$ cat src/icache_defines.svh
// Instruction cache geometry macros
// Address width, set count and line shape shared by packages and storage blocks
`ifndef ICACHE_DEFINES_SVH
`define ICACHE_DEFINES_SVH

// ==============================
// Address
// ==============================

// Width of both the virtual and the physical fetch address
`define ICACHE_ADDR_W 32

// ==============================
// Line geometry
// ==============================

// Number of sets in each of the four ways
`define ICACHE_LINES 16

// Byte offset bits inside one line of 16 bytes
`define ICACHE_OFS_W 4

// Words per line and so also the number of refill beats
`define ICACHE_BEATS 4

`endif

$ cat src/icache_beat_counter.sv
// Shared counter of the instruction cache
// Walks the sets after reset and then counts the beats of each refill
`timescale 1ns/100ps
`include "icache_defines.svh"

module icache_beat_counter (
	input  logic clk,
	input  logic rst,
	input  logic clear_i,
	input  logic step_i,
	output logic [3:0] count_o,
	output logic last_o
);

	logic [3:0] count_q;

	// Set by a clear, so the run is one line of beats and not the set range
	logic line_run_q;

	// Reset starts the sweep run and a clear starts a refill run
	always_ff @(posedge clk) begin
		if (rst) begin
			count_q    <= 4'd0;
			line_run_q <= 1'b0;
		end else if (clear_i) begin
			count_q    <= 4'd0;
			line_run_q <= 1'b1;
		end else if (step_i) begin
			count_q <= count_q + 4'd1;
		end
	end

	assign count_o = count_q;

	// Terminal count depends on which run is in progress
	// Refill only looks at the low two bits which are the beat number
	assign last_o = line_run_q ? (count_q[1:0] == 2'(`ICACHE_BEATS - 1)) :
		(count_q == 4'(`ICACHE_LINES - 1));

endmodule

$ cat config.mk
export PLATFORM = sky130hd
export DESIGN_NAME = icache_beat_counter
export DESIGN_NICKNAME = d
export VERILOG_FILES = /design/src/icache_beat_counter.sv
export VERILOG_INCLUDE_DIRS = /design/src /design/src/src
export SDC_FILE = /design/constraint.sdc
export NUM_CORES = 1
export LEC_CHECK = 0
export BUFFER_PORTS_ARGS = -buffer_cell sky130_fd_sc_hd__buf_4
export CORE_AREA = 2 2 39 41
export DETAILED_ROUTE_END_ITERATION = 10
export DIE_AREA = 0 0 41 43
export PLACE_DENSITY = 0.34
export SLEW_MARGIN = 20
export SYNTH_ARGS = -nofsm -noshare
export SYNTH_HDL_FRONTEND = slang
export SYNTH_SLANG_ARGS = --single-unit
$ cat constraint.sdc
create_clock -name clk -period 1 [get_ports clk]
set_input_delay 0.1 -clock clk [delete_from_list [all_inputs] [get_ports clk]]
set_output_delay 0.1 -clock clk [all_outputs]
set_load 0.02 [all_outputs]
==> Word level (Yosys, flattened, before mapping) <==
Cells that the tools add are included.
{ "word_totals": {"register_bits": 5, "inputBits": 4, "output_inout_bits": 5, "wordCells": 7} }
{ "classes": {"addsub": 1, "n_eq_ne": 2, "muxes": 1, "reduce_logical": 1} }
{ "op_table": {"columns": ["op", "count"], "rows": [
  ["adder 4 x 1 -> 4 bit (second input constant)", 1],
  ["equality test 4 bit (second input constant)", 1],
  ["equality test 2 bit (second input constant)", 1],
  ["OR reduction 2 bit", 1],
  ["2-to-1 mux 1 bit", 1]
]} }

==> Logic depth before layout (Yosys ltp) <==
{ "logic_depth": {"ltp_word": 2, "depth_mapped": 3, "depth_no_buf": 3} }

==> Least setup slack after synthesis <==
Ideal clock, no wire load.
{ "synth_path": {"path_kind": "reg2out", "from": "register count_q[0] (netlist: count_o[0])", "to": "output last_o", "arrival_ns": 1.038, "required_ns": 0.900, "path_slack_ns": -0.138, "path_stages_with_launch": 3, "path_buffers": 0, "cell_sequence": "dfxtp_1 > ha_1 > nor2b_1"} }
{ "synth_via": {"elab_chain_cells": 2, "word_cells_on_any_way": 3, "classes_between": "eq/ne (2); mux (1)"} }
{ "synth_rtl": {"columns": ["element", "line", "text"], "rows": [
  ["from (decl)", "icache_beat_counter.sv:15", "logic [3:0] count_q;"],
  ["from (signal assigned)", "icache_beat_counter.sv:29", "count_q <= count_q + 4'd1;"],
  ["equality test 4 bit / equality test 2 bit (equally long branches)", "icache_beat_counter.sv:38, icache_beat_counter.sv:37", null],
  ["2-to-1 mux 1 bit *", "icache_beat_counter.sv:37", "assign last_o = line_run_q ? (count_q[1:0] == 2'(`ICACHE_BEATS - 1)) :"],
  ["to (decl)", "icache_beat_counter.sv:12", "output logic last_o"]
]} }
Every way passes the cells marked *; elsewhere a longest branch is shown, timed or not.

==> Worst setup path in the final report <==
Ends and elaborated chain as after synthesis.

==> PnR_summary.wiki <==
{| class="wikitable"
! Metric !! Value
|-
| Outcome || finished, violations left
|-
| Failing checks || setup timing
|-
| Layout-stage area growth over the synthesis result || 83.2%
|-
| Worst setup path category || reg -> out
|-
| Buffers on Ports || 8
|-
| Die Area || 0.00176 mm2
|-
| Area of the placeable core || 0.00138 mm2
|-
| Antenna violations before repair || 0
|-
| Clock sink count || 5
|-
| Primary FF master, synth || sky130_fd_sc_hd__dfxtp_1
|-
| Height of the die || 43 um
|-
| TritonCTS clock tree || yes
|-
| Global-route wire length before repair || 883 um
|-
| Number of nets in the layout || 43
|-
| Net count after synthesis || 27
|-
| Final worst path period share || 108%
|-
| Global-route total usage across every layer || 8.22%
|-
| Category of cells accounting for the largest share of critical-path delay || flip-flops
|-
| Hold/Removal Path Class || in -> reg
|-
| Top post-synthesis cells by area || sky130_fd_sc_hd__dfxtp_1 46%, sky130_fd_sc_hd__nor2_1 6.9%, sky130_fd_sc_hd__ha_1 5.8%
|-
| Library cell occupying the most area in the post-synthesis netlist || sky130_fd_sc_hd__dfxtp_1
|-
| Maximum buffer depth of the clock tree || 2
|-
| Hold Fails Final Rpt || 0
|-
| Post-synthesis cell type count || 14
|-
| Cell breakdown of the critical path || ha_4, nor2b_4, buf_6
|-
| Clock Pin Slew Worst Setup and Hold Paths || 0.05 ns
|-
| Mean routed wirelength per cell || 9.60 um
|-
| Slew at the pin closest to its max-slew limit || 0.162 ns
|-
| Arrival time of data at the critical path endpoint || 0.98 ns
|-
| Number of core rows || 14
|-
| Area share of the largest cell type after synthesis || 46.2%
|-
| EDFF count, synth || 0
|-
| Number of remaining DRC errors || 0
|-
| Starting density of the core || 15.6%
|-
| Most frequent cell after synthesis || sky130_fd_sc_hd__dfxtp_1
|-
| Setup violators final || 2
|-
| CP Launch Type || register
|-
| Insertion delay of the later-clocked pin in the worst-skew pair || 0.24 ns
|-
| Mean instance size in the synthesized netlist || 9.84 um2
|-
| Setup repair after global routing missed its margin || yes
|-
| HPWL Detailed || 363 um
|-
| Share of the yosys chip area belonging to registers || 46.2%
|-
| Lkg Pwr || 0.163 nW
|-
| Starting DRT DRC Count || 0
|-
| Number of buffers and inverters on the critical path || 1
|-
| Total routed wirelength || 509 um
|-
| CP Capture Type || output pin
|-
| Deepest level of the CTS H-tree || 1
|-
| Design area || 397 um2
|-
| Final weighted congestion of routability-driven global placement || 0.577
|-
| Post-route setup TNS || -0.0963 ns
|-
| Fin Clk Skew || 0.00307 ns
|-
| Minimum period implied by the final worst setup slack || 1.08 ns
|-
| Layout cell share with drive strength beyond 1 || 64.9%
|-
| Die W || 41 um
|-
| Number of max-capacitance violations reported || 0
|-
| Pwr dens || 1260 mW/mm2
|-
| Async S/R FF share, synth || 0%
|-
| Number of cells in the design after placement || 46
|-
| Max VDD drop || 0.000545 V
|-
| Count of yosys warnings during synthesis || 0
|-
| Critical Path Max Stage Delay || 0.35 ns
|-
| Synthesized instance count || 22
|-
| Clock buffers created by TritonCTS || 3
|-
| Fill cell count || 149
|-
| Post-synthesis register bit count || 5
|-
| Most frequent cells after synthesis || 5 x sky130_fd_sc_hd__dfxtp_1, 4 x sky130_fd_sc_hd__nor2_1, 2 x sky130_fd_sc_hd__a21oi_1
|-
| Clk root buf || sky130_fd_sc_hd__clkbuf_4
|-
| Slowest CP cell || sky130_fd_sc_hd__dfxtp_4
|-
| Storage element area || 109 um2
|-
| Antenna violation net count after detailed routing || 0
|-
| Number of I/O pins || 9
|-
| Max-slew violation count || 0
|-
| # hold bufs at CTS || 0
|-
| Max-Slew Margin vs Limit || 89.2%
|-
| Placed cell area || 308 um2
|-
| Number of detailed-routing iterations run before antenna repair || 1
|-
| Maximum fanout along the worst path || 2
|-
| Peak Freq || 925 MHz
|-
| Diode count || 0
|-
| Post-route insts no fill || 53
|-
| Largest net degree at the start of global routing || 6
|-
| Total congestion overflow after global routing || 0
|-
| Number of vias in the routed layout || 201
|-
| Area of the multi-input gates || 148 um2
|-
| Ratio of routed vias to standard cells || 3.79
|-
| Hold_ws || 0.0405 ns
|-
| Via count of the first global-routing pass || 209
|-
| Data required time of the worst path || 0.90 ns
|-
| Crit path setup slack, layout || -0.0813 ns
|-
| Post-synthesis instance area || 216 um2
|}
[per-stage QoR]
| step | setup slack (ns) | total power, mW | utilization, % |
|---|---|---|---|
| after floorplan | 0.0493 | 0.234 | - |
| after global placement | 0.0603 | 0.255 | 22.2 |
| after detailed placement | 0.0557 | 0.256 | 22.2 |
| after CTS | -0.0990 | 0.512 | 27.6 |
| after global routing | -0.114 | 0.532 | 28.7 |
| final | -0.0813 | 0.498 | 28.7 |
[flip-flops by register name, summed over array words and instances, names as in the netlist]
register,flops
line_run_q,1
count_o,4
[placed cells by master, fill, tap and decap left out, types with 2 or more instances in the layout]
cell type and n:
sky130_fd_sc_hd__a21oi_2 2, sky130_fd_sc_hd__buf_4 8, sky130_fd_sc_hd__buf_6 3, sky130_fd_sc_hd__clkbuf_4 3
sky130_fd_sc_hd__dfxtp_1 2, sky130_fd_sc_hd__dfxtp_4 2, sky130_fd_sc_hd__nor2_1 4
[cells by family (layout without fill, tap and decap cells)]
kind of cell    Yosys count  after routing  synth area share [%]
compound gates            3              3                  9.25
xor+xnor                  1              1                  4.05
fa+ha+maj                 1              1                  5.78
buf+inv                   0             15                     0
flops                     5              5                  46.2
mux                       2              2                  9.83
simple gates             10             10                  24.9
[metal layers]
layer	track usage, %	up-vias	routed length, um	part of all wire, %
met3	3.14	0	50	9.8
met4	10.0	0	0	0
li1	-	107	-	-
met2	9.06	8	212	42
met5	0	-	0	0
met1	10.3	86	245	48
[final cells by class]
| cell class | count | share of cell area [%] |
|---|---|---|
| clock buffers | 4 | 6.62 |
| multi-input cells | 17 | 37.2 |
| flip-flops and latches | 5 | 27.4 |
| well taps | 16 | 5.05 |
| repair buffers | 11 | 23.7 |
[final timing paths]
kind	startpoint	to	slack (ns)	cells after the start
worst min register to register	line_run_q	line_run_q	0.50	2
worst max-delay path	count_o[0]	last_o	-0.08	3
worst max register to register	count_o[1]	count_o[3]	-0.02	3
worst min-delay path	rst	line_run_q	0.04	2
[what timing repair did]
item                                    4_1_cts  5_1_grt
pin swaps                                     1        4
endpoints found under the setup margin        1        5
resized for setup                             6        4
setup buffers                                 3        0
[where the power goes]
| part | switching [mW] | internal, mW | total, mW |
|---|---|---|---|
| logic | 0.0238 | 0.0275 | 0.0514 |
| registers | 0.00504 | 0.202 | 0.208 |
| clock network | 0.0881 | 0.151 | 0.239 |
| total | 0.117 | 0.381 | 0.498 |
Note: power is estimated with default switching activity, not from simulation.
