===== src/icache_ctrl_pkg.sv =====
// Controller types of the instruction cache
// State encoding, way number and pseudo-LRU tree bits

package icache_ctrl_pkg;

	// Sweep runs once after reset and every request then starts from IDLE
	typedef enum logic [2:0] {
		SWEEP    = 3'd0,
		IDLE     = 3'd1,
		LOOKUP   = 3'd2,
		LINE_REQ = 3'd3,
		REFILL   = 3'd4,
		RESPOND  = 3'd5
	} ctrl_state_e;

	// One of four ways
	typedef logic [1:0] way_t;

	// Tree bits of one set
	// Bit 0 is the root, bit 1 covers ways 0 and 1, bit 2 covers ways 2 and 3
	typedef logic [2:0] plru_t;

endpackage


===== src/icache_ctrl_fsm.sv =====
// Instruction cache controller
// Sequences the reset sweep, lookup, line request, refill and response
`timescale 1ns/100ps

module icache_ctrl_fsm (
	input  logic clk,
	input  logic rst,
	input  logic req_valid_i,
	input  logic rsp_ready_i,
	input  logic mem_req_ready_i,
	input  logic mem_rsp_valid_i,
	input  logic hit_i,
	input  logic last_i,
	output logic cnt_clear_o,
	output logic cnt_step_o,
	output logic sweep_o,
	output logic accept_o,
	output logic tag_wr_o,
	output logic data_wr_o,
	output logic touch_o,
	output logic req_ready_o,
	output logic mem_req_valid_o,
	output logic rsp_valid_o
);

	icache_ctrl_pkg::ctrl_state_e state_q;
	icache_ctrl_pkg::ctrl_state_e state_d;

	// High in the second cycle of LOOKUP, when the registered hit is valid
	logic look_q;

	logic beat;

	// ==============================
	// Next state
	// ==============================

	// A received beat of the refill
	assign beat = (state_q == icache_ctrl_pkg::REFILL) && mem_rsp_valid_i;

	always_comb begin
		state_d = state_q;
		case (state_q)
			icache_ctrl_pkg::SWEEP:
				if (last_i)
					state_d = icache_ctrl_pkg::IDLE;
			icache_ctrl_pkg::IDLE:
				if (req_valid_i)
					state_d = icache_ctrl_pkg::LOOKUP;
			// First cycle compares, second cycle decides
			icache_ctrl_pkg::LOOKUP:
				if (look_q)
					state_d = hit_i ? icache_ctrl_pkg::RESPOND : icache_ctrl_pkg::LINE_REQ;
			icache_ctrl_pkg::LINE_REQ:
				if (mem_req_ready_i)
					state_d = icache_ctrl_pkg::REFILL;
			icache_ctrl_pkg::REFILL:
				if (beat && last_i)
					state_d = icache_ctrl_pkg::RESPOND;
			// Waits here with the word held until the requester takes it
			icache_ctrl_pkg::RESPOND:
				if (rsp_ready_i)
					state_d = icache_ctrl_pkg::IDLE;
			default:
				state_d = icache_ctrl_pkg::SWEEP;
		endcase
	end

	always_ff @(posedge clk) begin
		if (rst) begin
			state_q <= icache_ctrl_pkg::SWEEP;
			look_q  <= 1'b0;
		end else begin
			state_q <= state_d;
			look_q  <= (state_q == icache_ctrl_pkg::LOOKUP) && !look_q;
		end
	end

	// ==============================
	// Outputs
	// ==============================

	// Handshake outputs come straight from the state
	assign req_ready_o     = (state_q == icache_ctrl_pkg::IDLE);
	assign mem_req_valid_o = (state_q == icache_ctrl_pkg::LINE_REQ);
	assign rsp_valid_o     = (state_q == icache_ctrl_pkg::RESPOND);

	assign accept_o = req_ready_o && req_valid_i;
	assign sweep_o  = (state_q == icache_ctrl_pkg::SWEEP);

	// Counter restarts while the line request waits so beat 0 lands at count 0
	assign cnt_clear_o = mem_req_valid_o;
	assign cnt_step_o  = sweep_o || beat;

	// Every beat goes to the data array and the last one also commits the tags
	assign data_wr_o = beat;
	assign tag_wr_o  = beat && last_i;

	// The set's LRU bits move only when the word is handed over
	assign touch_o = rsp_valid_o && rsp_ready_i;

endmodule


===== config.mk =====
export PLATFORM = sky130hd
export DESIGN_NAME = icache_ctrl_fsm
export DESIGN_NICKNAME = d
export VERILOG_FILES = /design/src/icache_ctrl_pkg.sv /design/src/icache_ctrl_fsm.sv
export SDC_FILE = /design/constraint.sdc
export NUM_CORES = 1
export LEC_CHECK = 0
export ABC_AREA = 1
export BUFFER_PORTS_ARGS = -buffer_cell sky130_fd_sc_hd__buf_4
export CORE_AREA = 2 2 39 41
export CTS_BUF_LIST = sky130_fd_sc_hd__clkbuf_4 sky130_fd_sc_hd__clkbuf_8
export CTS_CLUSTER_DIAMETER = 50
export DETAILED_ROUTE_END_ITERATION = 10
export DIE_AREA = 0 0 41 43
export GPL_TIMING_DRIVEN = 0
export PLACE_DENSITY_LB_ADDON = 0.08
export SLEW_MARGIN = 20
export SYNTH_ARGS = -nofsm -noshare
export SYNTH_HDL_FRONTEND = slang
export SYNTH_SLANG_ARGS = --single-unit

===== constraint.sdc =====
create_clock -name clk -period 1.3 [get_ports clk]
set_input_delay 0.065 -clock clk [delete_from_list [all_inputs] [get_ports clk]]
set_output_delay 0.065 -clock clk [all_outputs]
set_load 0.05 [all_outputs]

==> Yosys cells after proc, flatten, opt, wreduce, memory -nomap -nowiden <==
Cells that the tools add are included.
{ "classes": {"eq_ne": 11, "n_mux": 8, "n_reduce_logical": 9} }
{ "op_table": {"columns": ["operator", "count"], "rows": [
  ["$mux W3", 7],
  ["$pmux W3 S6", 1],
  ["$ne A2 B2 Y1 const B", 6],
  ["$eq A3 B2 Y1 const B", 2],
  ["$eq A3 B3 Y1 const B", 2],
  ["$reduce_and A6 Y1", 1],
  ["$logic_and A1 B1 Y1", 5],
  ["$eq A3 B1 Y1 const B", 1],
  ["$logic_not A3 Y1", 1],
  ["$logic_not A1 Y1", 1],
  ["$logic_or A1 B1 Y1", 1]
]} }
{ "word_totals": {"regBits": 4, "inputBits": 8, "output_inout_bits": 10, "elab_cells": 30} }

==> Depth between registers and ports, before layout <==
{ "logic_depth": {"depth_word": 5, "mapped_depth": 10, "ltp_nobuf": 9} }

==> Worst setup path before layout <==
OpenSTA, ideal clock, no wires.
{ "synth_timing": {"path_kind": "register to output", "from": "register state_q[2]", "to": "output port cnt_step_o", "arrival_ns": 2.041, "required_time_ns": 1.235, "setup_slack_ns": -0.806, "path_stages_with_launch": 5, "path_buffers": 1, "path_cell_list": "dfxtp_1 buf_6 nor3_1 nor2_1 inv_1"} }
{ "synth_lines": {"columns": ["element", "line", "rtl"], "rows": [
  ["start: declaration", "icache_ctrl_fsm.sv:26", "icache_ctrl_pkg::ctrl_state_e state_q;"],
  ["start signal: assignment", "icache_ctrl_fsm.sv:71", "state_q <= icache_ctrl_pkg::SWEEP;"],
  ["start signal: assignment", "icache_ctrl_fsm.sv:74", "state_q <= state_d;"],
  ["$logic_not A3 Y1", "icache_ctrl_fsm.sv:89", "assign sweep_o = (state_q == icache_ctrl_pkg::SWEEP);"],
  ["via sweep_o", "icache_ctrl_fsm.sv:16", "output logic sweep_o,"],
  ["$logic_or A1 B1 Y1", "icache_ctrl_fsm.sv:93", "assign cnt_step_o = sweep_o || beat;"],
  ["end: declaration", "icache_ctrl_fsm.sv:15", "output logic cnt_step_o,"]
]} }
The timed path passes the listed nets, and every way through them passes these cells.

==> Final worst setup path <==
{ "layout_timing": {"from": "register state_q[0]", "to": "output port cnt_step_o"} }
{ "layout_via": {"elab_chain_cells": 3} }
{ "layout_rtl": {"columns": ["element", "line", "rtl"], "rows": [
  ["$eq A3 B3 Y1", "icache_ctrl_fsm.sv:39", "assign beat = (state_q == icache_ctrl_pkg::REFILL) && mem_rsp_valid_i;"],
  ["$logic_and A1 B1 Y1", "icache_ctrl_fsm.sv:39", null],
  ["$logic_or A1 B1 Y1 (*)", "icache_ctrl_fsm.sv:93", null]
]} }
Every way passes the cells marked *; elsewhere a longest branch is shown, timed or not.

==> metrics.txt <==
Net Sw Power=912 uW; Top delay family on crit path=buffers and inverters; Mean Syn Cell Area=around 6.3 sq um; Slowest cell on crit path=dfxtp_1; antenna-violating nets left=0; WP data arrival=1.21 ns; CTS root buffer=clkbuf_4; sequential share of power=0.137; grt total ovfl=0; synth warn=0; post-synthesis xor/xnor area fraction=0; Initial Utilization=0.282; Logic pwr share=0.772; vias per cell=about 4.3; DR WL/cell=8.92 microns; maximum resistive drop on vdd=a little over 1 mV; ys flop type=dfxtp_1; Detail Placement HPWL=696 microns; Vert. Die Dim=between 40 and 50 microns; Max clock buf depth=2; Worst Path Buf+Inv=3; Cells after Synth=between 60 and 70; Seq/Total Area, Yosys=0.205; crit path time final=between 1 and 1.5 ns; worst hold-check path type=primary input to register; Final Hold Fails=0; Layout Cells excl Fill=about 100; Synth Area in Compound Gates=0.0929; Die Width=41 microns; Worst setup SP type=register; Clock transition at path regs=roughly 0.040 ns; CTS tree=yes; # IOs=18; largest fanout on the critical path=8; I/O Buffers=17; Clock power frac=0.091; GRT Total Usage=0.117; DIE AREA=1760 sq um; DR top layer=met4; switching share of power=0.562; Slew headroom=0.711; proportion of synthesized flip-flops having asynchronous set or reset=0; Row Count=14; Final Max Tran Viols=0; mux cell area share after synthesis=0; placed insts=95; Crit. End Element=output port; routed wire length=about 870 microns; most frequent cell after synthesis=inv_1; Area growth, synth to finish=59.9%; internal power=710 uW; Metal-1 WL=slightly below 400 microns; antenna cells=0; Cell Area, Synth=~390 sq um; Synth top area share=0.205; Post-synth top cells=11 x inv_1, 10 x nand2_1, 8 x nor2_1; Cell Chain, Critical Path=buf_6 > nor2_4 > nand2_4 > nor2_4 > nor2_1 > inv_1 > buf_6; status=complete, no violations; detailed-route via count=around 420; Final Net Count=a little over 90; number of synthesized flops with an enable pin=0; Iter 0 DRT Violations=6; TritonCTS Buffers=3; synth top area cells=dfxtp_1 21%, inv_1 11%, nand2_1 9.6%; initial antenna violation count=0; Worst-Margin Slew=roughly 0.43 ns; CTS Sinks=4; Achievable Freq=between 700 and 800 MHz; hold_buf cts=0; synthesized net count=70; delay of the slowest cell on the worst path=0.30 ns; layout cells sized above 1=0.512; Worst-Skew Late Latency=~0.23 ns; Synth area leader=dfxtp_1; Final Cycle Share=0.977; worst clock skew=~0.00024 ns; Synth Register Bits=4; pin count of the biggest net entering global routing=11; met2 routed WL=around 440 microns; setup violators final=0; wire length of the first global-routing pass=between 1 and 1.5 mm; Setup CP Type=register to output port; DRT Pass-1 Iters=4; routed wl met3=between 30 and 40 microns; main combinational cell family by area after synthesis=simple AND/OR/NAND/NOR gates; vias in the first global route=357; max-cap viol count=0; RSZ-0062 raised after global routing=true; # DRC=0; Final TNS setup=0 ns; area of the core=1380 sq um; simple-gate area share of the yosys netlist=0.510; Yosys cell types=19; htree depth=1; P per Cell Area=around 2600 nW/um^2; WP data required=1.24 ns; adder-cell share of the synthesized area=0; routability congestion estimate=~0.8; R2R Setup Slk=around 0.09 ns; Lkg Pwr=approximately 0.00031 uW
-- cell usage in the layout, fill, tap and decap left out --
| master | Yosys | routed |
|---|---|---|
| nand4_1 | 4 | 4 |
| inv_2 | 1 | 1 |
| nand2_1 | 10 | 9 |
| nor3_4 | 0 | 1 |
| a21oi_2 | 1 | 1 |
| o211ai_1 | 1 | 1 |
| nor2_4 | 2 | 4 |
| clkbuf_4 | 0 | 3 |
| o21ai_0 | 2 | 2 |
| nor2_1 | 8 | 6 |
| nand2_2 | 4 | 4 |
| nor3_2 | 0 | 2 |
| inv_1 | 11 | 11 |
| dfxtp_2 | 0 | 1 |
| dfxtp_1 | 4 | 3 |
| nand3_1 | 1 | 1 |
| buf_6 | 2 | 5 |
| buf_8 | 0 | 1 |
| nand3_2 | 2 | 2 |
| nor2_2 | 2 | 2 |
| buf_4 | 1 | 14 |
| a21oi_1 | 2 | 2 |
| nand2_4 | 0 | 1 |
| and2_1 | 1 | 1 |
-- power groups by stage --
stage                     Clock (uW)  Sequential [uW]  Combinational [uW]
after CTS                        160              216                1210
after global routing             170              227                1360
after floorplan                    0              203                 932
final                            148              223                1250
after detailed placement           0              212                1170
after global placement             0              211                1180
-- state kept, by name, indices dropped and copies added, names as in the netlist --
signal / count
look_q: 1
state_q: 3
-- path summary, 6_finish.rpt --
| kind | from | to | depth (start not counted) |
|---|---|---|---|
| worst max-delay path | state_q[0]$_SDFFE_PP0P_ | cnt_step_o | 7 |
| worst min-delay path | rst | state_q[2]$_SDFFE_PP0P_ | 2 |
| worst max register to register | state_q[0]$_SDFFE_PP0P_ | state_q[2]$_SDFFE_PP0P_ | 9 |
| worst min register to register | look_q$_SDFF_PP0_ | look_q$_SDFF_PP0_ | 3 |
-- cell type report --
class	instances	area, sq um
sequential	4	81.3
timing repair buffer	17	146
fill	149	759
tap	16	20.0
buffer	3	30.0
inverter	12	45.0
clock buffer	3	22.5
multi-input combinational	43	279
-- cells by family after synthesis --
logic type | Yosys count
flip-flops | 4
buffers and inverters | 15
AO/OA/AOI/OAI | 6
AND/OR/NAND/NOR | 37
-- stage by stage --
step	total power [uW]	area, sq um	utilization	setup slack, ns	hold slack, ns
floorplan	1130	414	-	-0.339	0.127
global placement	1390	562	0.406	0.105	0.255
detailed placement	1390	562	0.406	0.108	0.259
global route	1760	624	0.451	-0.0515	0.00899
finish	1620	624	0.451	0.0300	0.0175
CTS	1590	594	0.429	-0.0120	0.00822
-- worst reg2reg max path, delay by kind of cell, from the launching register on --
family,cells,cell delay [ns]
compound gates,1,0.12
buf+inv,1,0.15
flops,1,0.32
simple gates,7,0.56
-- repair_timing --
action,CTS,global route
resized for setup,4,7
buffers inserted,0,0
hold endpoints to repair,0,0
pin swaps,0,4
endpoints found under the setup margin,3,4
-- layer usage --
layer  up-vias  track usage
li1        236            -
met1       171        0.154
met2        10        0.159
met3         2       0.0157
met4         0        0.100
met5         -            0
Note: power is estimated with default switching activity, not from simulation.
