===== src/icache_defines.svh =====
// Instruction cache geometry macros
// Address width, set count and line shape shared by packages and storage blocks
`ifndef ICACHE_DEFINES_SVH
`define ICACHE_DEFINES_SVH

// ==============================
// Address
// ==============================

// Width of both the virtual and the physical fetch address
`define ICACHE_ADDR_W 32

// ==============================
// Line geometry
// ==============================

// Number of sets in each of the four ways
`define ICACHE_LINES 16

// Byte offset bits inside one line of 16 bytes
`define ICACHE_OFS_W 4

// Words per line and so also the number of refill beats
`define ICACHE_BEATS 4

`endif


===== src/icache_addr_pkg.sv =====
// Address types of the instruction cache
// The fetch address union lets one word be read flat or as its fields
`include "icache_defines.svh"

package icache_addr_pkg;

	// Field widths derived from the line geometry
	localparam int IDX_W  = $clog2(`ICACHE_LINES);
	localparam int WSEL_W = $clog2(`ICACHE_BEATS);
	localparam int TAG_W  = `ICACHE_ADDR_W - IDX_W - `ICACHE_OFS_W;

	typedef logic [`ICACHE_ADDR_W-1:0] address_t;
	typedef logic [31:0] word_t;
	typedef logic [IDX_W-1:0] index_t;
	typedef logic [TAG_W-1:0] cache_tag_t;

	// Field view of a fetch address, most significant field first
	typedef struct packed {
		cache_tag_t tag;
		index_t index;
		logic [WSEL_W-1:0] word_sel;
		logic [`ICACHE_OFS_W-WSEL_W-1:0] byte_sel;
	} fetch_fields_t;

	// Requests are decoded through the fields
	// The line address for memory is formed from the flat view
	typedef union packed {
		address_t flat;
		fetch_fields_t f;
	} fetch_adr_u;

endpackage


===== src/icache_ctrl_pkg.sv =====
// Controller types of the instruction cache
// State encoding, way number and pseudo-LRU tree bits

package icache_ctrl_pkg;

	// Sweep runs once after reset and every request then starts from IDLE
	typedef enum logic [2:0] {
		SWEEP    = 3'd0,
		IDLE     = 3'd1,
		LOOKUP   = 3'd2,
		LINE_REQ = 3'd3,
		REFILL   = 3'd4,
		RESPOND  = 3'd5
	} ctrl_state_e;

	// One of four ways
	typedef logic [1:0] way_t;

	// Tree bits of one set
	// Bit 0 is the root, bit 1 covers ways 0 and 1, bit 2 covers ways 2 and 3
	typedef logic [2:0] plru_t;

endpackage


===== src/icache_way_select.sv =====
// Way selection for the instruction cache
// Tag compare with synonym detection and a tree pseudo-LRU victim per set
`timescale 1ns/100ps
`include "icache_defines.svh"

module icache_way_select (
	input  logic clk,
	input  logic rst,
	input  icache_addr_pkg::index_t index_i,
	input  icache_addr_pkg::cache_tag_t vtag_i,
	input  icache_addr_pkg::cache_tag_t ptag_i,
	input  icache_addr_pkg::cache_tag_t [3:0] vtags_i,
	input  icache_addr_pkg::cache_tag_t [3:0] ptags_i,
	input  logic [3:0] valid_i,
	input  logic sweep_i,
	input  logic touch_i,
	output logic hit_o,
	output icache_ctrl_pkg::way_t way_o
);

	icache_ctrl_pkg::plru_t plru_q [`ICACHE_LINES];
	icache_ctrl_pkg::plru_t plru_set;
	logic [3:0] vmatch;
	logic [3:0] pmatch;
	logic [3:0] hit_vec;
	logic [3:0] syn_vec;
	icache_ctrl_pkg::way_t hit_way;
	icache_ctrl_pkg::way_t syn_way;
	icache_ctrl_pkg::way_t victim;
	logic hit_q;

	// ==============================
	// Compare
	// ==============================

	// A synonym is a present line reached by the same virtual tag
	// but mapped to another physical line
	always_comb begin
		for (int w = 0; w < 4; w++) begin
			vmatch[w]  = (vtags_i[w] == vtag_i);
			pmatch[w]  = (ptags_i[w] == ptag_i);
			hit_vec[w] = valid_i[w] & vmatch[w] & pmatch[w];
			syn_vec[w] = valid_i[w] & vmatch[w] & ~pmatch[w];
		end
	end

	// Lowest matching way wins, though at most one should match
	always_comb begin
		hit_way = 2'd0;
		syn_way = 2'd0;
		for (int w = 3; w >= 0; w--) begin
			if (hit_vec[w])
				hit_way = icache_ctrl_pkg::way_t'(w);
			if (syn_vec[w])
				syn_way = icache_ctrl_pkg::way_t'(w);
		end
	end

	// ==============================
	// Victim and way choice
	// ==============================

	assign plru_set = plru_q[index_i];

	// Root 0 picks the left pair, then a pair bit of 0 picks its lower way
	always_comb begin
		if (!plru_set[0])
			victim = {1'b0, plru_set[1]};
		else
			victim = {1'b1, plru_set[2]};
	end

	// A synonym line is overwritten in place so the set never holds
	// two lines with the same virtual tag
	assign way_o = (|hit_vec) ? hit_way : ((|syn_vec) ? syn_way : victim);

	// Touch turns the bits on the way's path away from it
	always_ff @(posedge clk) begin
		if (rst) begin
			for (int s = 0; s < `ICACHE_LINES; s++)
				plru_q[s] <= '0;
		end else if (sweep_i) begin
			plru_q[index_i] <= '0;
		end else if (touch_i) begin
			plru_q[index_i][0] <= ~way_o[1];
			if (way_o[1])
				plru_q[index_i][2] <= ~way_o[0];
			else
				plru_q[index_i][1] <= ~way_o[0];
		end
	end

	// Hit is registered so the compare gets a cycle of its own
	always_ff @(posedge clk) begin
		if (rst)
			hit_q <= 1'b0;
		else
			hit_q <= |hit_vec;
	end

	assign hit_o = hit_q;

endmodule


===== config.mk =====
export PLATFORM = sky130hd
export DESIGN_NAME = icache_way_select
export DESIGN_NICKNAME = d
export VERILOG_FILES = /design/src/icache_addr_pkg.sv /design/src/icache_ctrl_pkg.sv /design/src/icache_way_select.sv
export VERILOG_INCLUDE_DIRS = /design/src /design/src/src
export SDC_FILE = /design/constraint.sdc
export NUM_CORES = 1
export LEC_CHECK = 0
export BUFFER_PORTS_ARGS = -buffer_cell sky130_fd_sc_hd__buf_2
export CAP_MARGIN = 20
export CORE_AREA = 4 4 112 114
export DETAILED_ROUTE_END_ITERATION = 8
export DIE_AREA = 0 0 116 118
export HOLD_SLACK_MARGIN = 0.15
export PLACE_DENSITY = 0.85
export RECOVER_POWER = 25
export SLEW_MARGIN = 20
export SYNTH_ARGS = -nofsm -noshare
export SYNTH_HDL_FRONTEND = slang
export SYNTH_SLANG_ARGS = --single-unit

===== constraint.sdc =====
create_clock -name clk -period 4.1 [get_ports clk]
set_input_delay 0.82 -clock clk [delete_from_list [all_inputs] [get_ports clk]]
set_output_delay 0.82 -clock clk [all_outputs]
set_load 0.005 [all_outputs]

### Yosys cells after proc, flatten, opt, wreduce, memory -nomap -nowiden

Memories as Yosys holds them, arrays and structs flattened.
Cells that the tools add are included.

| operators by class | value |
|---|---|
| reduce and logical (&&, ||, !) cells | 3 |
| eq/ne operators | 8 |
| mux-type cells | 36 |
| bitwise operators | 21 |

Operators by type and width:

| operator | number |
|---|---|
| 24-bit equality test | 8 |
| 1-bit two-way mux | 22 |
| 2-bit two-way mux | 11 |
| 1-bit AND | 12 |
| 4-bit OR reduction | 2 |
| 3-bit two-way mux | 2 |
| 1-bit NOT | 6 |
| 4-bit two-way mux | 1 |
| 1-bit bitwise OR | 3 |
| 3-bit OR reduction | 1 |

| word-level totals | value |
|---|---|
| memories | 1 |
| word-level logic and storage cells | 70 |
| flip-flop bits (word level) | 1 |
| input bits | 252 |
| memory bits (writable) | 48 |

Memory list:

| name | words | bits a word | rd ports | clocked after Yosys merged registers in | wr ports | RTL line | RTL |
|---|---|---|---|---|---|---|---|
| plru_q | 16 | 3 | 1 | 0 | 16 | icache_way_select.sv:21 | `` icache_ctrl_pkg::plru_t plru_q [`ICACHE_LINES]; `` |

### Logic depth before layout (Yosys ltp)

Gate-level depths: netlist (run 1).

| logic depth | value |
|---|---|
| word-level depth | 17 |
| gate-level depth with buffers | 12 |

### Worst setup path after synthesis (run 1)

Ideal clock, no wire load.

| path | value |
|---|---|
| path kind | input-to-output |
| start | input vtag_i[18] |
| end | output way_o[1] |
| arrival | 2.953 ns |
| stages on the path | 11 |
| slack | 0.327 ns |
| buffers on the path | 3 |
| cell sequence | buf_6 -> xnor2_1 -> nand2_1 -> or4_1 -> or4_1 -> a21oi_2 -> o31a_2 -> nor2_4 -> inv_2 -> buf_2 -> buf_6 |

| on the way | value |
|---|---|
| cells in the longest elaborated chain, start to end | 9 |
| elaborated cells between the ends (all ways) | 28 |
| those cells by class | 4 x eq/ne; 10 x mux; 12 x bitwise; 2 x reduce/logical |

RTL lines:

| item | RTL line | RTL |
|---|---|---|
| start, declared | icache_way_select.sv:10 | `input icache_addr_pkg::cache_tag_t vtag_i,` |
| 24-bit equality test | icache_way_select.sv:40 | `vmatch[w] = (vtags_i[w] == vtag_i);` |
| 1-bit AND | icache_way_select.sv:42, icache_way_select.sv:43 |  |
| 1-bit AND | icache_way_select.sv:43 | `syn_vec[w] = valid_i[w] & vmatch[w] & ~pmatch[w];` |
| 2-bit two-way mux (4 in series) | icache_way_select.sv:54 | `if (syn_vec[w])` |
| 2-bit two-way mux | icache_way_select.sv:75 | `assign way_o = (\|hit_vec) ? hit_way : ((\|syn_vec) ? syn_way : victim);` |
| 2-bit two-way mux * | icache_way_select.sv:75 |  |
| end, declared | icache_way_select.sv:18 | `output icache_ctrl_pkg::way_t way_o` |

Every way passes the cells marked *; elsewhere a longest branch is shown, timed or not.

### Worst setup path in the final report (run 1)

| path | value |
|---|---|
| start | input index_i[0] |
| end | output way_o[0] |

| on the way | value |
|---|---|
| cells in the longest elaborated chain, start to end | 4 |

RTL lines:

| item | RTL line | RTL |
|---|---|---|
| start, declared | icache_way_select.sv:9 | `input icache_addr_pkg::index_t index_i,` |
| memory 16 x 3 bit | -- |  |
| 2-bit two-way mux | icache_way_select.sv:67 | `if (!plru_set[0])` |
| 2-bit two-way mux (2 in series) | icache_way_select.sv:75 |  |

No other way between the ends.

==> results.py, run 1 <==
metrics = {
    "worst_setup_path": {
        "crit_family": "multiplexers",
        "r2r_start": "plru_q[7][0]",
        "crit_type": "input pin to output port",
        "reg2reg_to": "plru_q[10][2]",
        "crit_arrival_ns": 3.08,
        "reg2regPathDepth": 7,
        "cp-start-kind": "input pin",
        "max_stage_delay_ns": 0.59,
        "end_kind": "output port",
        "crit_slowest_cell": "mux4_2",
        "reg2reg_slack_ns": 1.19,
        "worst-path-buf-inv": 2,
        "cp_cell_sequence": "buf_2, mux4_2, mux4_2, mux2_2, o211ai_2, nand3_4, buf_2",
        "crit_fanout": 23,
        "cp.required_ns": 3.28,
    },
    "route": {
        "finalWirelength_mm": 23.3,
        "vias": 6048,
        "drt-initial-drc-count": 730,
        "wl_per_cell_um": 23.5,
        "viasPerCell": 6.09,
        "remaining_drc_errors": 0,
        "ant_nets": 0,
        "dr.pass1.iters": 5,
    },
    "timing": {
        "finalSetupViolCount": 0,
        "slew-limit-headroom_pct": 45.8,
        "max_freq_ghz": 0.257,
        "worst_pin_slew_ns": 0.813,
        "finalSetupTns_ns": 0,
        "finalCritPeriodShare_pct": 95.0,
        "drv_slew": 0,
        "hold_viol": 0,
        "fin_worst_skew_ns": 0.00376,
        "rsz0062_at_grt": "no",
        "period_needed_ns": 3.90,
        "hold_slack_ns": 1.06,
    },
    "place": {
        "gp_congestion": 1.06,
        "io_buffer_count": 254,
        "dpl.hpwl_mm": 19.1,
    },
    "yosys": {
        "syn_area_per_cell_um2": 8.96,
        "yosys_warnings": 0,
        "yosysTopAreaCellShare_pct": 26.5,
        "synth_fa_ha_area_share_pct": 0,
        "ys_ff_latch": 49,
        "ys_types": 39,
        "ys_seq_area_share_pct": 26.9,
        "syn_area_um2": 5440,
        "synthCells": 607,
        "synth_top_family_by_area": "XOR/XNOR gates",
        "yosys.area.top_type": "edfxtp_1",
        "synth_simple_gate_area_share_pct": 24.6,
        "synthMuxAreaShare_pct": 6.01,
        "synth_nets": 859,
        "synth_xor_area_share_pct": 30.9,
        "synth_compound_area_share_pct": 8.12,
        "synth.top_cells.by_area": "edfxtp_1, xnor2_1, xor2_1",
    },
    "floorplan": {
        "initial_core_util_pct": 47.6,
        "die_h_um": 118,
        "dieArea_um2": 13700,
        "io_pins": 255,
        "core_area_um2": 11400,
        "die_w_um": 116,
        "rows": 39,
    },
    "power_and_ir_drop": {
        "p_leak_nw": 2.63,
        "power_density_nw_per_um2": 240,
        "ir_worst_vdd_mv": 0.177,
    },
    "hold_path": {
        "hold_path_startpoint": "valid_i[2]",
        "whs_endpoint": "hit_o",
        "hold_depth": 5,
        "hold_path_class": "input pin to flop",
    },
    "grt": {
        "grt_max_degree": 49,
        "grt_antenna_before_repair": 6,
        "grt.total_usage_pct": 32.6,
        "grt_overflow_total": 0,
        "grt_pass1_vias": 5820,
        "grt_first_pass_wirelength_mm": 33.9,
    },
    "cts": {
        "cts_tree": "done",
        "numCtsBuffers": 5,
        "cts_resized": 0,
        "cts_max_path_buffers": 2,
        "post_cts_buffers": 0,
        "cts_sinks": 49,
        "cts_hold_buffers": 0,
        "htreeDepth": 2,
        "clock-root-buffer": "clkbuf_16",
        "clkTransAtPathRegs_ns": 0.06,
        "worst_skew_pair.late_latency_ns": 0.29,
    },
    "run": {
        "cap_violations": 0,
    },
    "final_layout": {
        "final_layout_size_suffix_gt1_share_pct": 34.9,
        "final_common_cell": "buf_2",
        "final_cell_mix": "buf_2, xnor2_1, xor2_1, nor4_1, nand2_1",
        "fillerInstances": 1021,
        "nets": 1094,
        "area_growth_pct": 27.8,
    },
    "outcome": {
        "outcome": "finished, final reports clean",
    },
}
## report_power, final
group | total (W) | internal (W) | leakage, nW | switching, W
Sequential | 0.000578 | 0.000570 | 0.506 | 0.00000837
Clock | 0.000471 | 0.000286 | 0.0775 | 0.000185
Combinational | 0.000618 | 0.000257 | 2.05 | 0.000361
Total | 0.00167 | 0.00111 | 2.63 | 0.000554
## synthesized netlist by cell type
library cell / n
dfxtp_1: 1
a21oi_2: 1
a221oi_1: 1
o211ai_2: 1
buf_1: 2
a211oi_1: 1
or4_1: 4
inv_2: 1
a21oi_1: 17
buf_6: 6
nand4b_1: 2
nor4_1: 64
buf_2: 3
nor2_1: 18
nor2b_1: 6
and3_1: 1
nand3_4: 1
o21ai_0: 27
clkbuf_1: 24
xor2_1: 94
nor4_2: 5
o21ai_1: 6
nand2_1: 51
xnor2_1: 98
a22oi_1: 1
nor3_1: 30
mux4_2: 14
o31a_2: 1
buf_4: 1
nand4_1: 37
mux2_2: 1
edfxtp_1: 48
nor2_4: 1
nand2b_1: 5
o21bai_1: 17
or2_1: 1
nand3_1: 13
and4_1: 1
a41oi_1: 1
## state kept, by name, indices dropped and copies added, names as in the netlist
| name | cells |
|---|---|
| plru_q | 48 |
| hit_o | 1 |
## cell families after synthesis
group | Yosys count
compound gates | 74
flops | 49
simple gates | 240
mux | 15
xor+xnor | 192
buf+inv | 37
## final cells by class
cell class	instances	area, µm²	share of cell area, %
diodes	7	17.5	0.252
clock buffers	5	125	1.80
clock inverters	3	41.3	0.594
inverters	1	3.75	0.0540
multi-input cells	521	3780	54.4
flip-flops and latches	49	1460	21.0
well taps	143	179	2.57
repair buffers	264	1340	19.3
## worst max path at each step
stage / start / end / slack (ns) / cells after the start
2_1_floorplan: vtag_i[18] / way_o[1] / 0.33 / 11
3_3_place_gp: index_i[0] / way_o[0] / 0.24 / 7
4_1_cts: index_i[0] / way_o[0] / 0.19 / 7
3_5_place_dp: index_i[0] / way_o[0] / 0.20 / 7
6_report: index_i[0] / way_o[0] / 0.20 / 7
5_1_grt: vtag_i[0] / way_o[1] / 0.05 / 10
## per-stage QoR
stage | std cells | util, % | setup slack [ns] | power [W] | area (µm²)
floorplan | 607 | - | 0.327 | 0.000928 | 5440
global placement | 978 | 59.3 | 0.237 | 0.00119 | 6780
detailed placement | 978 | 59.3 | 0.204 | 0.00119 | 6780
CTS | 986 | 60.8 | 0.186 | 0.00165 | 6940
global route | 993 | 60.9 | 0.0493 | 0.00173 | 6950
finish | 993 | 60.9 | 0.204 | 0.00167 | 6950
## metal layers
metal	share of wire, %	GRT usage, %	vias to the layer above
met5	0	0	-
met4	3.0	9.86	0
met3	9.6	5.96	51
met2	49	54.7	390
met1	38	42.4	2883
li1	-	-	2724
## worst min-delay path, delay by kind of cell
kind,cells,cell delay [ns]
buffers and inverters,1,0.11
AO/OA/AOI/OAI,1,0.14
AND/OR/NAND/NOR,3,0.19
Power figures use the tool's default switching activity.
==> run 2, diff against run 1 <==
CORE_AREA = 4 4 86 148   (was 4 4 112 114)
DIE_AREA = 0 0 90 152   (was 0 0 116 118)
==> run 2 against run 1 <==
  * Power fell by 4.1%
  * Non-clock buffer count rose by 3
  * Sequential power barely moved
  * Via count fell by 1.5%
  * Core utilization fell by 0.70 points
  * Clock skew rose by 0.0071 ns
  * Combinational power fell by 3%
  * Clock power fell by 11%
  * Clock-buffer cell count rose by 1
  * Critical path depth rose by 4
  * Sequential cell count did not move
  * First-iteration DRC count fell by 45%
  * Critical path type unchanged
  * Largest power group unchanged
==> results.py, run 2 (synthesis results as in run 1) <==
metrics = {
    "timing": {
        "fin_worst_skew_ns": 0.0109,
        "slew-limit-headroom_pct": 1.16,
        "finalSetupViolCount": 0,
        "finalSetupTns_ns": 0,
        "drv_slew": 0,
        "rsz0062_at_grt": "no",
        "max_freq_ghz": 0.255,
        "hold_viol": 0,
        "finalCritPeriodShare_pct": 95.7,
        "worst_pin_slew_ns": 1.48,
        "period_needed_ns": 3.92,
    },
    "route": {
        "ant_nets": 0,
        "viasPerCell": 6.05,
        "remaining_drc_errors": 0,
        "vias": 5957,
        "finalWirelength_mm": 21.4,
        "wl_per_cell_um": 21.7,
        "dr.pass1.iters": 6,
        "drt-initial-drc-count": 398,
    },
    "place": {
        "io_buffer_count": 254,
        "gp_congestion": 0.985,
        "dpl.hpwl_mm": 17.7,
    },
    "cts": {
        "numCtsBuffers": 5,
        "cts_sinks": 49,
        "htreeDepth": 2,
        "worst_skew_pair.late_latency_ns": 0.30,
        "clock-root-buffer": "clkbuf_16",
        "post_cts_buffers": 0,
        "cts_resized": 0,
        "clkTransAtPathRegs_ns": 0.07,
        "cts_tree": "done",
        "cts_max_path_buffers": 2,
        "cts_hold_buffers": 0,
    },
    "floorplan": {
        "io_pins": 255,
        "die_h_um": 152,
        "dieArea_um2": 13700,
        "core_area_um2": 11500,
        "rows": 52,
        "die_w_um": 90,
        "initial_core_util_pct": 47.2,
    },
    "power_and_ir_drop": {
        "seq_power_share_pct": 36.1,
        "p_leak_nw": 2.64,
        "swShare_pct": 33.9,
        "clockPowerShare_pct": 26.3,
        "p_int_w": 0.00106,
        "p_switching_w": 0.000542,
        "combPwrFrac_pct": 37.6,
        "power_density_nw_per_um2": 231,
        "ir_worst_vdd_mv": 0.350,
    },
    "worst_setup_path": {
        "worst-path-buf-inv": 4,
        "r2r_start": "plru_q[14][1]",
        "reg2regPathDepth": 7,
        "crit_type": "input pin to output port",
        "cp-start-kind": "input pin",
        "cp_cell_sequence": "buf_2, xnor2_1, nand4_1, or4_1, nor4_1, buf_4, nor2_1, o31a_2, nor2_4, inv_2, buf_2",
        "crit_cells": 11,
        "crit_family": "simple AND/OR/NAND/NOR gates",
        "reg2reg_to": "plru_q[4][1]",
        "crit_top_cell": "buf_2",
        "end_kind": "output port",
        "crit_slowest_cell": "or4_1",
        "crit_arrival_ns": 3.10,
        "max_stage_delay_ns": 0.55,
        "cp.required_ns": 3.28,
        "reg2reg_slack_ns": 1.28,
        "crit_fanout": 5,
        "cp-startpoint": "vtag_i[20]",
    },
    "grt": {
        "grt_pass1_vias": 6070,
        "grt_overflow_total": 0,
        "grt.total_usage_pct": 30.2,
        "grt_max_degree": 49,
        "grt_first_pass_wirelength_mm": 32.4,
        "grt_antenna_before_repair": 3,
    },
    "final_layout": {
        "nets": 1097,
        "largest_reg_flops": 48,
        "postLayoutCoreUtil_pct": 60.2,
        "final_cell_mix": "buf_2, xnor2_1, xor2_1, nor4_1, nand2_1",
        "largest-register": "plru_q",
        "area_growth_pct": 27.4,
        "fillerInstances": 1022,
        "final_common_cell": "buf_2",
        "final_layout_size_suffix_gt1_share_pct": 35.1,
    },
    "hold_path": {
        "hold_depth": 3,
        "whs_endpoint": "plru_q[12][2]",
        "hold_path_class": "input pin to flop",
        "hold_path_startpoint": "touch_i",
    },
    "outcome": {
        "outcome": "finished, final reports clean",
    },
    "run": {
        "cap_violations": 0,
    },
}
==> run 2: cell types whose count changed in the layout (fill, tap and decap cells not counted), sizes merged <==
| cell | delta |
|---|---|
| clkbuf | +1 |
| inv | +1 |
| buf | +3 |
| bufinv | -1 |
| diode | -4 |
| clkinvlp | -1 |
==> run 2: power groups by stage <==
stage / Combinational [W] / Clock, W / Sequential [W]
after global routing: 0.000650 / 0.000436 / 0.000578
after global placement: 0.000583 / 0 / 0.000588
after CTS: 0.000597 / 0.000423 / 0.000577
after floorplan: 0.000345 / 0 / 0.000583
final: 0.000600 / 0.000421 / 0.000577
after detailed placement: 0.000593 / 0 / 0.000588
==> run 2: stage by stage <==
stage	hold WS, ns	cells	power, W	worst slack (ns)	instance area (µm²)
floorplan	1.10	607	0.000928	0.327	5440
global placement	1.21	973	0.00117	0.193	6790
detailed placement	1.21	973	0.00118	0.192	6790
CTS	1.09	981	0.00160	0.188	6930
global route	1.12	984	0.00166	0.0810	6930
finish	1.10	984	0.00160	0.178	6930
==> run 2: area by class of cell <==
class	count	area, µm²	share of cell area (%)
Inverter	1	3.75	0.0542
Timing Repair Buffer	267	1360	19.6
Multi-Input combinational cell	521	3780	54.6
Sequential cell	49	1460	21.1
Antenna cell	3	7.51	0.108
Clock inverter	2	13.8	0.199
Tap cell	135	169	2.44
Clock buffer	6	129	1.86
==> run 2: how the worst max path moves through the flow <==
stage / to / slack, ns
6_report: way_o[1] / 0.18
4_1_cts: way_o[0] / 0.19
5_1_grt: way_o[1] / 0.08
2_1_floorplan: way_o[1] / 0.33
3_5_place_dp: way_o[0] / 0.19
3_3_place_gp: way_o[1] / 0.19
==> run 2: routing by layer <==
layer  wire length [µm]  vias to the layer above  part of all wire [%]  GRT usage [%]
met5                  0                        -                     0              0
met4               1370                        0                   6.4           18.7
met3               1880                       90                   8.8           5.49
met2              11300                      373                    53           55.0
met1               6850                     2770                    32           31.7
li1                   -                     2724                     -              -
==> run 2: tightest hold or removal path, stage by stage <==
cell     delay, ns
buf_2         0.23
nand2_1       0.12
o21ai_1       0.06
==> run 3, diff against run 2 <==
CELL_PAD_IN_SITES_DETAIL_PLACEMENT = 1   (was unset)
CELL_PAD_IN_SITES_GLOBAL_PLACEMENT = 1   (was unset)
CORE_AREA = 4 4 101 175   (was 4 4 86 148)
DIE_AREA = 0 0 105 179   (was 0 0 90 152)
PLACE_DENSITY = 0.84   (was 0.85)
==> run 3 against run 2 <==
  * The flow now finishes with violations (capacitance limit, slew limit)
  * Combinational power grew 4.0%
  * Final area increased by 1.6%
  * Largest power group unchanged
  * Clock-buffer cell count rose by 2
  * Non-clock buffer count rose by 3
  * Cell count increased by 6.7%
  * Critical path depth decreased by 1
  * Critical endpoint is now way_o[0]
  * Worst hold slack worse by 0.088 ns
  * Clock skew is 0.0050 ns lower
==> results.py, run 3 (synthesis results as in run 1) <==
metrics = {
    "outcome": {
        "outcome": "finished, violations left",
        "violations": "capacitance limit, slew limit",
    },
    "final_layout": {
        "final_common_cell": "buf_2",
        "stdcell_count": 1050,
        "stdcell_area_um2": 7040,
        "final_cell_mix": "buf_2, xnor2_1, xor2_1, nor4_1, nand2_1",
        "nets": 1100,
        "largest-register": "plru_q",
        "final_layout_size_suffix_gt1_share_pct": 35.1,
        "largest_reg_flops": 48,
        "area_growth_pct": 29.4,
    },
    "route": {
        "top_layer_used": "met5",
        "viasPerCell": 5.67,
        "drt-initial-drc-count": 241,
        "finalWirelength_mm": 25.3,
        "vias": 5952,
        "dr.pass1.iters": 6,
        "wl_met1_mm": 8.09,
        "ant_nets": 0,
        "remaining_drc_errors": 0,
        "met2_length_mm": 14.0,
        "dr_wl_met3_mm": 1.83,
        "wl_per_cell_um": 24.1,
    },
    "timing": {
        "rsz0062_at_grt": "no",
        "worst_pin_slew_ns": 1.61,
        "finalSetupTns_ns": 0,
        "drv_slew": 36,
        "hold_viol": 0,
        "hold_slack_ns": 1.01,
        "finalCritPeriodShare_pct": 94.9,
        "max_freq_ghz": 0.257,
        "slew-limit-headroom_pct": -7.32,
        "fin_worst_skew_ns": 0.00590,
        "period_needed_ns": 3.89,
        "finalSetupViolCount": 0,
    },
    "cts": {
        "cts_max_path_buffers": 2,
        "cts_sinks": 49,
        "clock-root-buffer": "clkbuf_16",
        "clkTransAtPathRegs_ns": 0.06,
        "cts_resized": 0,
        "htreeDepth": 2,
        "cts_hold_buffers": 0,
        "numCtsBuffers": 5,
        "cts_tree": "done",
        "worst_skew_pair.late_latency_ns": 0.30,
        "post_cts_buffers": 0,
    },
    "worst_setup_path": {
        "crit_fanout": 4,
        "worst-path-buf-inv": 3,
        "crit_type": "input pin to output port",
        "cp.required_ns": 3.28,
        "crit_top_cell": "buf_2",
        "crit_family": "simple AND/OR/NAND/NOR gates",
        "max_stage_delay_ns": 0.53,
        "end_kind": "output port",
        "crit_slowest_cell": "or4_1",
        "cp-start-kind": "input pin",
        "crit_arrival_ns": 3.07,
        "cp_cell_sequence": "buf_2, xnor2_1, nand4_1, or4_1, nor4_1, clkbuf_1, nand2_1, o21ai_0, nand3_4, buf_2",
    },
    "grt": {
        "grt_antenna_before_repair": 8,
        "grt_first_pass_wirelength_mm": 37.1,
        "grt_overflow_total": 0,
        "grt.total_usage_pct": 26.0,
        "grt_max_degree": 49,
        "grt_pass1_vias": 6400,
    },
    "place": {
        "post-place-cells": 1033,
        "placed_cell_area_um2": 6880,
        "dpl.hpwl_mm": 21.2,
        "gp_congestion": 0.955,
        "io_buffer_count": 254,
    },
    "floorplan": {
        "core_area_um2": 16300,
        "dieArea_um2": 18800,
        "die_w_um": 105,
        "io_pins": 255,
        "die_h_um": 179,
        "rows": 62,
        "initial_core_util_pct": 33.4,
    },
    "power_and_ir_drop": {
        "power.total_w": 0.00163,
        "power_density_nw_per_um2": 232,
        "p_leak_nw": 2.65,
        "ir_worst_vdd_mv": 0.168,
    },
    "hold_path": {
        "hold_path_class": "input pin to flop",
    },
    "run": {
        "cap_violations": 1,
    },
}
## run 3: changes by cell type in the layout (fill, tap and decap cells not counted), sizes merged
| cell | change |
|---|---|
| clkbuf | +4 |
| clkinv | -1 |
| inv | -1 |
| diode | +6 |
| buf | +1 |
## run 3: where the power goes
part / switching, W / internal [W]
Clock: 0.000182 / 0.000244
Combinational: 0.000364 / 0.000260
Sequential: 0.0000113 / 0.000570
## run 3: worst reg2reg max path, delay by kind of cell, from the launching register on
kind	cells	cell delay (ns)
and+or+nand+nor	2	0.29
AOI/OAI and AO/OA	3	0.84
DFF	1	0.39
muxes	1	0.48
buffers and inverters	1	0.59
## run 3: path summary, 6_finish.rpt
| kind | start | to | slack, ns | cells past startpoint |
|---|---|---|---|---|
| setup / recovery | vtag_i[2] | way_o[0] | 0.21 | 10 |
| hold reg to reg | plru_q[3][0] | plru_q[6][0] | 1.70 | 8 |
| hold / removal | valid_i[2] | hit_o | 1.01 | 5 |
| setup reg to reg | plru_q[7][0] | plru_q[3][2] | 1.24 | 7 |
## run 3: through the flow
stage	utilization, %	worst slack [ns]
2_1_floorplan	-	0.327
3_3_place_gp	42.2	0.194
3_5_place_dp	42.2	0.221
4_1_cts	43.1	0.195
5_1_grt	43.2	0.0947
6_report	43.2	0.209
## run 3: per-layer routing
layer / track usage (%) / vias up
met5: 0 / -
met4: 14.4 / 2
met3: 4.90 / 83
met1: 24.7 / 2815
li1: - / 2738
met2: 51.6 / 314
## run 3: layout make-up
class	instances	area [µm²]
Timing Repair Buffer	270	1380
Antenna cell	9	22.5
Sequential cell	49	1460
Fill cell	2045	9250
Inverter	1	3.75
Multi-Input combinational cell	521	3780
Clock buffer	8	146
Tap cell	192	240
